[src/smc_state_pkg.sv]
// Static memory controller state encoding
// State codes shared by the strobe generator and the outer controller FSM
// One-hot codes, one bit per controller state

`default_nettype none

package smc_state_pkg;

   localparam int STATE_W = 5;                    // Width of the state vector

   typedef logic [STATE_W-1:0] smc_state_t;

   // --------------------------------------
   // Controller states
   // --------------------------------------
   localparam smc_state_t SMC_IDLE  = 5'b00001;  // No access in progress
   localparam smc_state_t SMC_LE    = 5'b00010;  // Leading edge wait
   localparam smc_state_t SMC_RW    = 5'b00100;  // Read/write strobe phase
   localparam smc_state_t SMC_STORE = 5'b01000;  // Store read data
   localparam smc_state_t SMC_FLOAT = 5'b10000;  // Bus turnaround

endpackage : smc_state_pkg

`default_nettype wire

[src/smc_timing_pkg.sv]
// Static memory controller timing fields
// Edge timing fields, the wait-state word and byte lane enables
// The wait-state word is read as one count or as hi/lo fields

`default_nettype none

package smc_timing_pkg;

   localparam int EDGE_W    = 2;                 // Edge field width
   localparam int WS_W      = 8;                 // Wait-state word width
   localparam int WS_HI_W   = 6;                 // Upper wait-state field
   localparam int NUM_BYTES = 4;                 // Byte lanes on the bus

   // Write leading/trailing edge or OE trailing edge
   typedef logic [EDGE_W-1:0] edge_t;

   // --------------------------------------
   // Wait-state word, two views
   // --------------------------------------
   typedef union packed {
      logic [WS_W-1:0] count;                    // Whole wait-state count
      struct packed {
         logic [WS_HI_W-1:0]      hi;            // Whole groups of four
         logic [WS_W-WS_HI_W-1:0] lo;            // Sub-group remainder
      } field;
   } ws_word_u;

   // Active-low lane enables
   typedef logic [NUM_BYTES-1:0] byte_en_t;

   localparam byte_en_t BYTE_NONE = '1;          // All lanes off

endpackage : smc_timing_pkg

`default_nettype wire

[src/smc_cycle_hold.sv]
// Access hold register for the static memory controller
// Keeps read/write direction and chip select stable for a whole access,
// including multiple accesses, and flags the controller as busy

`timescale 1ns/1ps
`default_nettype none

module smc_cycle_hold
(
   input  wire                      sys_clk4,
   input  wire                      n_sys_reset4,   // Async, active low
   input  wire                      valid_access,   // New request this cycle
   input  wire                      n_read,         // Low for a read
   input  wire                      cs,             // Chip select of request
   input  wire                      smc_done,       // One access finished
   input  wire                      mac_done,       // Last of a multiple access
   input  wire smc_state_pkg::smc_state_t smc_nextstate,
   output logic                     n_r_read,       // Held direction
   output logic                     r_cs,           // Held chip select
   output logic                     smc_busy        // Controller active
);

   import smc_state_pkg::*;

   logic access_end;                                 // Whole access completed

   assign access_end = smc_done & mac_done;

   // --------------------------------------
   // Direction and chip select hold
   // --------------------------------------
   always_ff @(posedge sys_clk4 or negedge n_sys_reset4)
   begin
      if (!n_sys_reset4)
      begin
         n_r_read <= 1'b0;
         r_cs     <= 1'b0;
      end
      else if (valid_access)                         // Request wins over done
      begin
         n_r_read <= n_read;
         r_cs     <= cs;
      end
      else if (access_end)
      begin
         n_r_read <= 1'b0;                           // Back to idle
         r_cs     <= 1'b0;
      end
   end

   // Busy whenever the FSM heads anywhere but idle
   always_ff @(posedge sys_clk4 or negedge n_sys_reset4)
   begin
      if (!n_sys_reset4)
         smc_busy <= 1'b0;
      else
         smc_busy <= (smc_nextstate != SMC_IDLE);
   end

   // Chip select released once the multiple access is over
   a_cs_release : assert property (@(posedge sys_clk4) disable iff (!n_sys_reset4)
      (!valid_access && smc_done && mac_done) |=> !r_cs);

endmodule : smc_cycle_hold

`default_nettype wire

[src/smc_write_enable.sv]
// Write strobe generation for the static memory controller
// Registers the per-byte write enables, the general write strobe and
// the external bus output enable

`timescale 1ns/1ps
`default_nettype none

module smc_write_enable
(
   input  wire                      sys_clk4,
   input  wire                      n_sys_reset4,
   input  wire                      valid_access,   // New request this cycle
   input  wire                      n_read,         // High for a write
   input  wire                      n_r_read,       // Held direction
   input  wire smc_timing_pkg::byte_en_t  n_be,     // Unregistered lane enables
   input  wire smc_state_pkg::smc_state_t smc_nextstate,
   output smc_timing_pkg::byte_en_t n_r_we,         // Registered lane enables
   output logic                     n_r_wr,         // Write strobe, active low
   output logic                     smc_n_ext_oe    // Bus drivers on, active low
);

   import smc_state_pkg::*;
   import smc_timing_pkg::*;

   logic not_store;                                  // Strobes drop in store
   logic new_write;                                  // Write request this cycle
   logic held_write;                                 // Ongoing write access
   logic wr_active;

   assign not_store  = (smc_nextstate != SMC_STORE);
   assign new_write  = valid_access & n_read;
   assign held_write = ~valid_access & n_r_read;
   assign wr_active  = not_store & (new_write | held_write);

   // --------------------------------------
   // Lane enables and write strobe
   // --------------------------------------
   always_ff @(posedge sys_clk4 or negedge n_sys_reset4)
   begin
      if (!n_sys_reset4)
      begin
         n_r_we <= BYTE_NONE;
         n_r_wr <= 1'b1;
      end
      else if (wr_active)
      begin
         n_r_we <= n_be;                             // Lanes of this write
         n_r_wr <= 1'b0;
      end
      else
      begin
         n_r_we <= BYTE_NONE;
         n_r_wr <= 1'b1;
      end
   end

   // Held write keeps drivers on only while the FSM is not going idle
   always_ff @(posedge sys_clk4 or negedge n_sys_reset4)
   begin
      if (!n_sys_reset4)
         smc_n_ext_oe <= 1'b1;
      else
         smc_n_ext_oe <= ~(not_store &
                           (new_write | (held_write & (smc_nextstate != SMC_IDLE))));
   end

   // Any enabled lane implies an active write strobe
   a_we_needs_wr : assert property (@(posedge sys_clk4) disable iff (!n_sys_reset4)
      (n_r_we != BYTE_NONE) |-> !n_r_wr);

endmodule : smc_write_enable

`default_nettype wire

[src/smc_full_cycle.sv]
// Full-cycle write decision for the static memory controller
// Flags writes whose strobe must span a full clock cycle because wait
// states follow the write trailing edge

`timescale 1ns/1ps
`default_nettype none

module smc_full_cycle
(
   input  wire                      sys_clk4,
   input  wire                      n_sys_reset4,
   input  wire                      valid_access,       // New request
   input  wire                      smc_done,           // One access finished
   input  wire smc_state_pkg::smc_state_t r_smc_currentstate,
   input  wire smc_state_pkg::smc_state_t smc_nextstate,
   input  wire smc_timing_pkg::edge_t     r_wele_count, // Leading edge counter
   input  wire smc_timing_pkg::edge_t     r_wele_store, // Leading edge setting
   input  wire smc_timing_pkg::edge_t     r_wete_store, // Trailing edge setting
   input  wire smc_timing_pkg::ws_word_u  r_ws_count,   // Live wait-state count
   input  wire smc_timing_pkg::ws_word_u  r_ws_store,   // Stored wait states
   output logic                     r_full              // Full-cycle write
);

   import smc_state_pkg::*;
   import smc_timing_pkg::*;

   edge_t wete_next;                                 // Trailing edge plus one
   logic  le_short;                                  // Leading edge count < 2
   logic  cnt_long;                                  // Live count past edge
   logic  store_long;                                // Stored word past edge
   logic  cnt_long_next;                             // Past edge plus one
   logic  cnt_over4;                                 // Whole count above 4
   logic  full_next;

   assign wete_next = r_wete_store + 2'd1;           // Not used with edge 3
   assign le_short  = (r_wele_count < 2'd2);

   // Wait states beyond the write trailing edge
   assign cnt_long      = (r_wete_store < r_ws_count.field.lo) |
                          (r_ws_count.field.hi != '0);
   assign store_long    = (r_wete_store < r_ws_store.field.lo) |
                          (r_ws_store.field.hi != '0);
   assign cnt_long_next = (wete_next < r_ws_count.field.lo) |
                          (r_ws_count.field.hi != '0);
   assign cnt_over4     = (r_ws_count.count > 8'd4);

   // --------------------------------------
   // Decision per current state
   // --------------------------------------
   always_comb
   begin
      full_next = 1'b0;
      if (smc_nextstate == SMC_RW)                   // Only entering RW
      begin
         case (r_smc_currentstate)
            SMC_LE:
               full_next = cnt_long & le_short;
            SMC_STORE:
               full_next = cnt_long & (r_wele_count == '0);
            SMC_RW, SMC_FLOAT:
            begin
               if (valid_access)
                  full_next = 1'b0;                  // Fresh access restarts
               else if (smc_done)
                  full_next = store_long & (r_wele_store == '0);
               else if (r_wete_store == 2'd3)
                  full_next = cnt_over4 & le_short;
               else
                  full_next = cnt_long_next & le_short;
            end
            default:
               full_next = 1'b0;                     // Idle never full
         endcase
      end
   end

   always_ff @(posedge sys_clk4 or negedge n_sys_reset4)
   begin
      if (!n_sys_reset4)
         r_full <= 1'b0;
      else
         r_full <= full_next;
   end

endmodule : smc_full_cycle

`default_nettype wire

[src/smc_read_strobe.sv]
// Read strobe generation for the static memory controller
// Registers the external read strobe, released according to the
// output-enable trailing edge and the remaining wait states

`timescale 1ns/1ps
`default_nettype none

module smc_read_strobe
(
   input  wire                      sys_clk4,
   input  wire                      n_sys_reset4,
   input  wire                      valid_access,       // New request
   input  wire                      n_read,             // Low for a read
   input  wire                      n_r_read,           // Held direction
   input  wire smc_state_pkg::smc_state_t r_smc_currentstate,
   input  wire smc_state_pkg::smc_state_t smc_nextstate,
   input  wire smc_timing_pkg::edge_t     r_oete_store, // OE trailing edge
   input  wire smc_timing_pkg::ws_word_u  r_ws_store,   // Stored wait states
   input  wire smc_timing_pkg::ws_word_u  r_ws_count,   // Live wait-state count
   output logic                     smc_n_rd            // Read strobe, active low
);

   import smc_state_pkg::*;

   logic from_start;                                 // Coming from LE or store
   logic store_hold;                                 // Stored word keeps strobe
   logic count_hold;                                 // Live count keeps strobe

   assign from_start = (r_smc_currentstate == SMC_LE) |
                       (r_smc_currentstate == SMC_STORE);

   // Strobe stays while OE edge has not passed
   assign store_hold = (r_oete_store <= r_ws_store.field.lo) |
                       (r_ws_store.field.hi != '0);
   assign count_hold = (r_oete_store <= r_ws_count.field.lo) |
                       (r_ws_count.field.hi != '0) |
                       (r_ws_count.count == '0);

   // --------------------------------------
   // Read strobe register
   // --------------------------------------
   always_ff @(posedge sys_clk4 or negedge n_sys_reset4)
   begin
      if (!n_sys_reset4)
         smc_n_rd <= 1'b1;
      else if (smc_nextstate != SMC_RW)
         smc_n_rd <= 1'b1;                           // Outside RW phase
      else if (valid_access)
         smc_n_rd <= n_read;
      else if (from_start)
         smc_n_rd <= store_hold ? n_r_read : 1'b1;
      else
         smc_n_rd <= count_hold ? n_r_read : 1'b1;
   end

   // No strobe unless the FSM was heading into RW
   a_rd_only_rw : assert property (@(posedge sys_clk4) disable iff (!n_sys_reset4)
      (smc_nextstate != SMC_RW) |=> smc_n_rd);

endmodule : smc_read_strobe

`default_nettype wire

[src/smc_strobe.sv]
// Strobe generator of the static memory controller
// Turns controller state, request and timing fields into the read,
// write and output-enable strobes plus the held access attributes

`timescale 1ns/1ps
`default_nettype none

module smc_strobe
(
   input  wire                      sys_clk4,
   input  wire                      n_sys_reset4,       // Async, active low
   input  wire                      valid_access,
   input  wire                      n_read,
   input  wire                      cs,
   input  wire smc_state_pkg::smc_state_t r_smc_currentstate,
   input  wire smc_state_pkg::smc_state_t smc_nextstate,
   input  wire smc_timing_pkg::byte_en_t  n_be,
   input  wire smc_timing_pkg::edge_t     r_wele_count,
   input  wire smc_timing_pkg::edge_t     r_wele_store,
   input  wire smc_timing_pkg::edge_t     r_wete_store,
   input  wire smc_timing_pkg::edge_t     r_oete_store,
   input  wire smc_timing_pkg::ws_word_u  r_ws_count,
   input  wire smc_timing_pkg::ws_word_u  r_ws_store,
   input  wire                      smc_done,
   input  wire                      mac_done,
   output logic                     smc_n_rd,
   output logic                     smc_n_ext_oe,
   output logic                     smc_busy,
   output logic                     n_r_read,           // Also feeds strobes
   output logic                     r_cs,
   output logic                     r_full,
   output smc_timing_pkg::byte_en_t n_r_we,
   output logic                     n_r_wr
);

   // Access attributes and busy
   smc_cycle_hold u_cycle_hold (
      .sys_clk4      (sys_clk4),
      .n_sys_reset4  (n_sys_reset4),
      .valid_access  (valid_access),
      .n_read        (n_read),
      .cs            (cs),
      .smc_done      (smc_done),
      .mac_done      (mac_done),
      .smc_nextstate (smc_nextstate),
      .n_r_read      (n_r_read),
      .r_cs          (r_cs),
      .smc_busy      (smc_busy)
   );

   // Write side strobes
   smc_write_enable u_write_enable (
      .sys_clk4      (sys_clk4),
      .n_sys_reset4  (n_sys_reset4),
      .valid_access  (valid_access),
      .n_read        (n_read),
      .n_r_read      (n_r_read),
      .n_be          (n_be),
      .smc_nextstate (smc_nextstate),
      .n_r_we        (n_r_we),
      .n_r_wr        (n_r_wr),
      .smc_n_ext_oe  (smc_n_ext_oe)
   );

   smc_full_cycle u_full_cycle (
      .sys_clk4           (sys_clk4),
      .n_sys_reset4       (n_sys_reset4),
      .valid_access       (valid_access),
      .smc_done           (smc_done),
      .r_smc_currentstate (r_smc_currentstate),
      .smc_nextstate      (smc_nextstate),
      .r_wele_count       (r_wele_count),
      .r_wele_store       (r_wele_store),
      .r_wete_store       (r_wete_store),
      .r_ws_count         (r_ws_count),
      .r_ws_store         (r_ws_store),
      .r_full             (r_full)
   );

   // Read side strobe
   smc_read_strobe u_read_strobe (
      .sys_clk4           (sys_clk4),
      .n_sys_reset4       (n_sys_reset4),
      .valid_access       (valid_access),
      .n_read             (n_read),
      .n_r_read           (n_r_read),
      .r_smc_currentstate (r_smc_currentstate),
      .smc_nextstate      (smc_nextstate),
      .r_oete_store       (r_oete_store),
      .r_ws_store         (r_ws_store),
      .r_ws_count         (r_ws_count),
      .smc_n_rd           (smc_n_rd)
   );

endmodule : smc_strobe

`default_nettype wire

[config.mk]
export PLATFORM = sky130hd
export DESIGN_NAME = smc_strobe
export DESIGN_NICKNAME = d
export VERILOG_FILES = /design/src/smc_state_pkg.sv /design/src/smc_timing_pkg.sv /design/src/smc_cycle_hold.sv /design/src/smc_write_enable.sv /design/src/smc_full_cycle.sv /design/src/smc_read_strobe.sv /design/src/smc_strobe.sv
export SDC_FILE = /design/constraint.sdc
export NUM_CORES = 1
export LEC_CHECK = 0
export BUFFER_PORTS_ARGS = -buffer_cell sky130_fd_sc_hd__clkbuf_2
export CAP_MARGIN = 20
export CORE_MARGIN = 10
export CORE_UTILIZATION = 42
export DETAILED_ROUTE_END_ITERATION = 7
export PLACE_DENSITY = 0.86
export SLEW_MARGIN = 0
export SYNTH_ARGS = -nofsm -noshare
export SYNTH_HDL_FRONTEND = slang
export SYNTH_SLANG_ARGS = --single-unit
[constraint.sdc]
create_clock -name sys_clk4 -period 3 [get_ports sys_clk4]
set_clock_uncertainty 0.2 [all_clocks]
set_input_delay 0.6 -clock sys_clk4 [delete_from_list [all_inputs] [get_ports sys_clk4]]
set_output_delay 0.6 -clock sys_clk4 [all_outputs]
set_load 0.05 [all_outputs]
# --- Word-level counts from Yosys, hierarchy flattened ---
# Index checks and enable logic that the tools add are counted.
word_totals:
  regBits: 11
  out_inout_bits: 11
classes:
  addsub: 1
  n_lt_le_gt_ge: 7
  eq_ne: 9
  mux: 15
  bitwise: 22
  n_reduce_logical: 7
ops:
  columns: ["cell", "count"]
  rows:
  - ["2-to-1 mux 1 bit", 13]
  - ["nonzero test 6 bit", 2]
  - ["bitwise AND 1 bit", 11]
  - ["equality test 5 x 3 -> 1 bit, second input constant", 2]
  - ["bitwise OR 1 bit", 9]
  - ["greater-than comparator 8 x 3 -> 1 bit, second input constant", 1]
  - ["zero test 8 bit", 1]
  - ["< comparator 2 bit", 3]
  - ["equality test 5 x 2 -> 1 bit, second input constant", 1]
  - ["equality test 5 x 4 -> 1 bit, second input constant", 1]
  - ["equality test 5 bit, second input constant", 1]
  - ["!= test 5 x 1 -> 1 bit, second input constant", 1]
  - ["!= test 5 x 3 -> 1 bit, second input constant", 1]
  - ["!= test 5 x 4 -> 1 bit, second input constant", 1]
  - ["<= comparator 2 bit", 2]
  - ["zero test 2 bit", 2]
  - ["2-to-1 mux 4 bit", 1]
  - ["case mux 1 bit (3 select lines)", 1]
  - ["adder 2 x 1 -> 2 bit, second input constant", 1]
  - ["equality test 2 bit, second input constant", 1]
  - ["< comparator 2 bit, second input constant", 1]
  - ["inverter 1 bit", 2]
  - ["nonzero test 2 bit", 1]
  - ["OR reduction 2 bit", 1]

# --- Longest topological paths before layout ---
depth:
  depth_word: 9
  ltp_mapped: 7

# --- Modules after synthesis ---
# Synthesis repeated with hierarchy kept, for this count alone.
unflattened:
  cells_unflattened: 88
  hier_area_um2: 843.3
modules_own_cells:
  columns: ["mod", "n_inst", "cells_each", "area_per_inst_um2", "seq_area_each_um2"]
  rows:
  - ["smc_full_cycle", 1, 34, 275.3, 25.0]
  - ["smc_write_enable", 1, 18, 240.2, 157.7]
  - ["smc_read_strobe", 1, 26, 205.2, 26.3]
  - ["smc_cycle_hold", 1, 10, 122.6, 75.1]

# --- Worst setup path after synthesis ---
# Ideal clock, no wire load.
synth_timing:
  path_type: "input to register"
  start: "input port r_ws_count[6] (netlist bit)"
  end: "register u_full_cycle.r_full"
  setup_time_ns: 0.127
  arrival_ns: 1.984
  path_slack_ns: 0.689
  cell_stages: 5
  n_path_buf: 0
  cell_sequence: "or4_4 or3_4 or4_1 o21ai_1 o21ai_1"
synth_between:
  elab_chain_cells: 8
  word_cells_on_any_way: 13
  cone_classes: "order compare: 1; mux: 5; bitwise: 6; reduce/logical: 1"
synth_rtl:
  columns: ["element", "line_no", "text"]
  rows:
  - ["start, declared", "smc_strobe.sv:22", "input wire smc_timing_pkg::ws_word_u r_ws_count,"]
  - ["branches (longest 6 deep; another with greater-than comparator 8 x 3 -> 1 bit)", null, null]
  - ["case mux 1 bit (3 select lines) (*)", "smc_full_cycle.sv:55", "case (r_smc_currentstate)"]
  - ["2-to-1 mux 1 bit (*)", "smc_full_cycle.sv:53", "if (smc_nextstate == SMC_RW)"]
  - ["named net u_full_cycle.full_next", "smc_full_cycle.sv:33", "logic full_next;"]
  - ["end signal, assigned", "smc_full_cycle.sv:82", "r_full <= full_next;"]
  - ["end, declared", "smc_full_cycle.sv:21", "output logic r_full"]
# Mark *: on every way through the listed nets, which the timed path passes.
# A chain may end at the register's enable or synchronous reset.

# --- Worst setup path after layout ---
# Ends and elaborated chain as after synthesis.

==> impl_metrics.json <==
{
  "outcome": "complete, no violations",
  "slew_headroom": 0.7012,
  "synth.distinct_cells": 25,
  "synth-seq-area-share": 0.3709,
  "numCtsBuffers": 3,
  "first_pass_iters": 4,
  "mostFrequentLayoutCells": "clkbuf_2, inv_1, o21ai_0, ha_1",
  "finalSetupTns_ns": 0,
  "power_switching_mw": 0.1245,
  "gp_congestion": 0.8125,
  "p_seq_frac": 0.427,
  "worstPathRequired_ns": 2.95,
  "grt_pass1_vias": 922,
  "h-tree-depth": 1,
  "routed_wl_microns": 2268,
  "clkLatencyLatePin_ns": 0.26,
  "intPower_mw": 0.2603,
  "fin_area_sq_um": 1109,
  "die_h_microns": 62.70,
  "pwr-share-comb": 0.318,
  "die_w_microns": 62.70,
  "crit_path_start_kind": "primary input",
  "syn_area_sq_um": 765.7,
  "r2r_slack_ns": 1.73,
  "max_freq_mhz": 463.8,
  "hp-class": "primary input to register",
  "drt_iter0_drc": 6,
  "coreArea_sq_um": 1727,
  "worstPathMaxFanout": 3,
  "clk_path_buf_depth": 2,
  "layout-drive-gt1-share": 0.4658,
  "worstSetupEndpointType": "register",
  "syn_avg_cell_area_sq_um": 8.904,
  "synth-seq-cells": 11,
  "min_period_ns": 2.156,
  "hold_ws_ns": 0.3242,
  "crit_type": "primary input to register",
  "setup_viol": 0,
  "layout_commonest_cell": "clkbuf_2",
  "hold_violations": 0,
  "nets": 200,
  "dr_total_vias": 846,
  "root_buffer": "clkbuf_4",
  "antenna_left": 0,
  "powerDensity_nw_per_um2": 347.1,
  "syn-num-nets": 139,
  "rsz0062_at_grt": "no",
  "die_area_sq_um": 3931,
  "synth_area_leaders": "dfstp_2, dfrtp_1, ha_1, o21ai_0, nand2b_1",
  "cts_setup_buffers": 0,
  "nFillCells": 158,
  "grt_pass1_wl_microns": 3760,
  "core.rowCount": 15,
  "cts_sinks": 11,
  "sw_frac_of_total": 0.3234,
  "viasPerCell": 4.947,
  "leakage_nw": 0.5581,
  "yosysTopAreaCell": "dfstp_2",
  "initial_utilization": 0.4435,
  "max_cap_violations": 0,
  "diodes": 0,
  "cts_tree": "built",
  "tightest_slew_ns": 0.4483,
  "synth_top_area_frac": 0.2402,
  "placedInstanceArea_sq_um": 1072,
  "dp_hpwl_microns": 2093,
  "overflow": 0,
  "arrival_ns": 2.11,
  "finalCritPeriodShare": 0.7187,
  "finish.utilization": 0.6420,
  "grt_start_max_net_pins": 12,
  "ir_drop_mv": 0.1346,
  "finalMaxSlewViolations": 0,
  "syn2layout_area_growth_pct": 44.77,
  "layout.cells.non_filler": 171,
  "netlist_instances": 86,
  "yosysWarnings": 0,
  "track_usage": 0.1143,
  "clk_pin_slew_ns": 0.07,
  "clkPwrFrac": 0.254,
  "drcViolationCount": 0,
  "numPlacedInstances": 166,
  "wl_per_cell_microns": 13.26,
  "io_pins": 56,
  "cts_resized": 0,
  "antenna_found_initial": 0,
  "io_buffers": 55,
  "hold_buffers": 1
}
## final timing paths
| check | cells past startpoint | endpoint | from |
|---|---|---|---|
| max | 6 | u_full_cycle.r_full | r_ws_count[6] |
| min in group asynchronous | 2 | u_cycle_hold.r_cs | n_sys_reset4 |
| max in group asynchronous | 2 | u_write_enable.smc_n_ext_oe | n_sys_reset4 |
| min | 2 | u_write_enable.n_r_we[1] | n_be[1] |
| max reg2reg | 3 | u_write_enable.smc_n_ext_oe | u_cycle_hold.n_r_read |
| min reg2reg | 2 | u_cycle_hold.r_cs | u_cycle_hold.r_cs |
## routing by layer
layer  vias up  part of all wire  GRT usage
met5         -                 0          0
met4         0             0.022    0.05028
met3         6              0.12    0.06093
met2        47              0.45     0.1962
met1       362              0.40     0.1112
li1        431                 -          -
## power by group through the flow
stage	sequential, mW	clock (mW)	combinational (mW)
finish	0.164	0.0978	0.122
global route	0.166	0.106	0.135
global placement	0.167	0	0.119
floorplan	0.199	0	0.0361
CTS	0.165	0.101	0.124
detailed placement	0.167	0	0.122
## cells in the mapped netlist (all sizes together)
cell type / count
nand2: 7
or3: 1
a21oi: 6
nor3b: 2
o31ai: 1
nand3b: 2
dfstp: 7
nand2b: 6
a21boi: 1
nor3: 2
nor4: 5
ha: 8
o211ai: 1
dfrtp: 4
o21ai: 10
nor2: 5
xnor2: 2
nor2b: 1
a2111oi: 1
inv: 9
or4: 3
and2: 1
a32oi: 1
## critical path: stages
cell and delay, ns:
clkbuf_2 0.08, or4_4 0.52, or3_4 0.36, or4_1 0.40, o21ai_1 0.08, o21ai_1 0.07
## cell type report
cell class | count | area, sq um | area share
timing repair buffer | 56 | 285.3 | 0.2573
sequential | 11 | 284.0 | 0.2562
clock buffer | 4 | 26.28 | 0.02370
multi-input combinational | 66 | 447.9 | 0.4041
inverter | 9 | 33.78 | 0.03047
tap | 25 | 31.28 | 0.02822
## flip-flops by register name, summed over array words and instances, names as in the netlist
register and flops:
u_write_enable.n_r_we 4, u_cycle_hold.n_r_read 1, u_cycle_hold.r_cs 1, u_cycle_hold.smc_busy 1, u_full_cycle.r_full 1, u_read_strobe.smc_n_rd 1, u_write_enable.n_r_wr 1, u_write_enable.smc_n_ext_oe 1
## stage by stage
step | power [mW] | setup WS (ns)
after floorplan | 0.2355 | 0.6893
after CTS | 0.3900 | 0.8454
after detailed placement | 0.2895 | 0.5579
after global placement | 0.2858 | 0.5831
final | 0.3848 | 0.8438
after global routing | 0.4067 | 0.7800
## logic make-up after synthesis
family	share of synthesized area
DFF	0.3709
adders and majority gates	0.1307
buffers and inverters	0.04411
and+or+nand+nor	0.2663
xor gates and xnor gates	0.02288
AOI/OAI and AO/OA	0.1650
No activity file was read; power rests on OpenSTA's default activity.
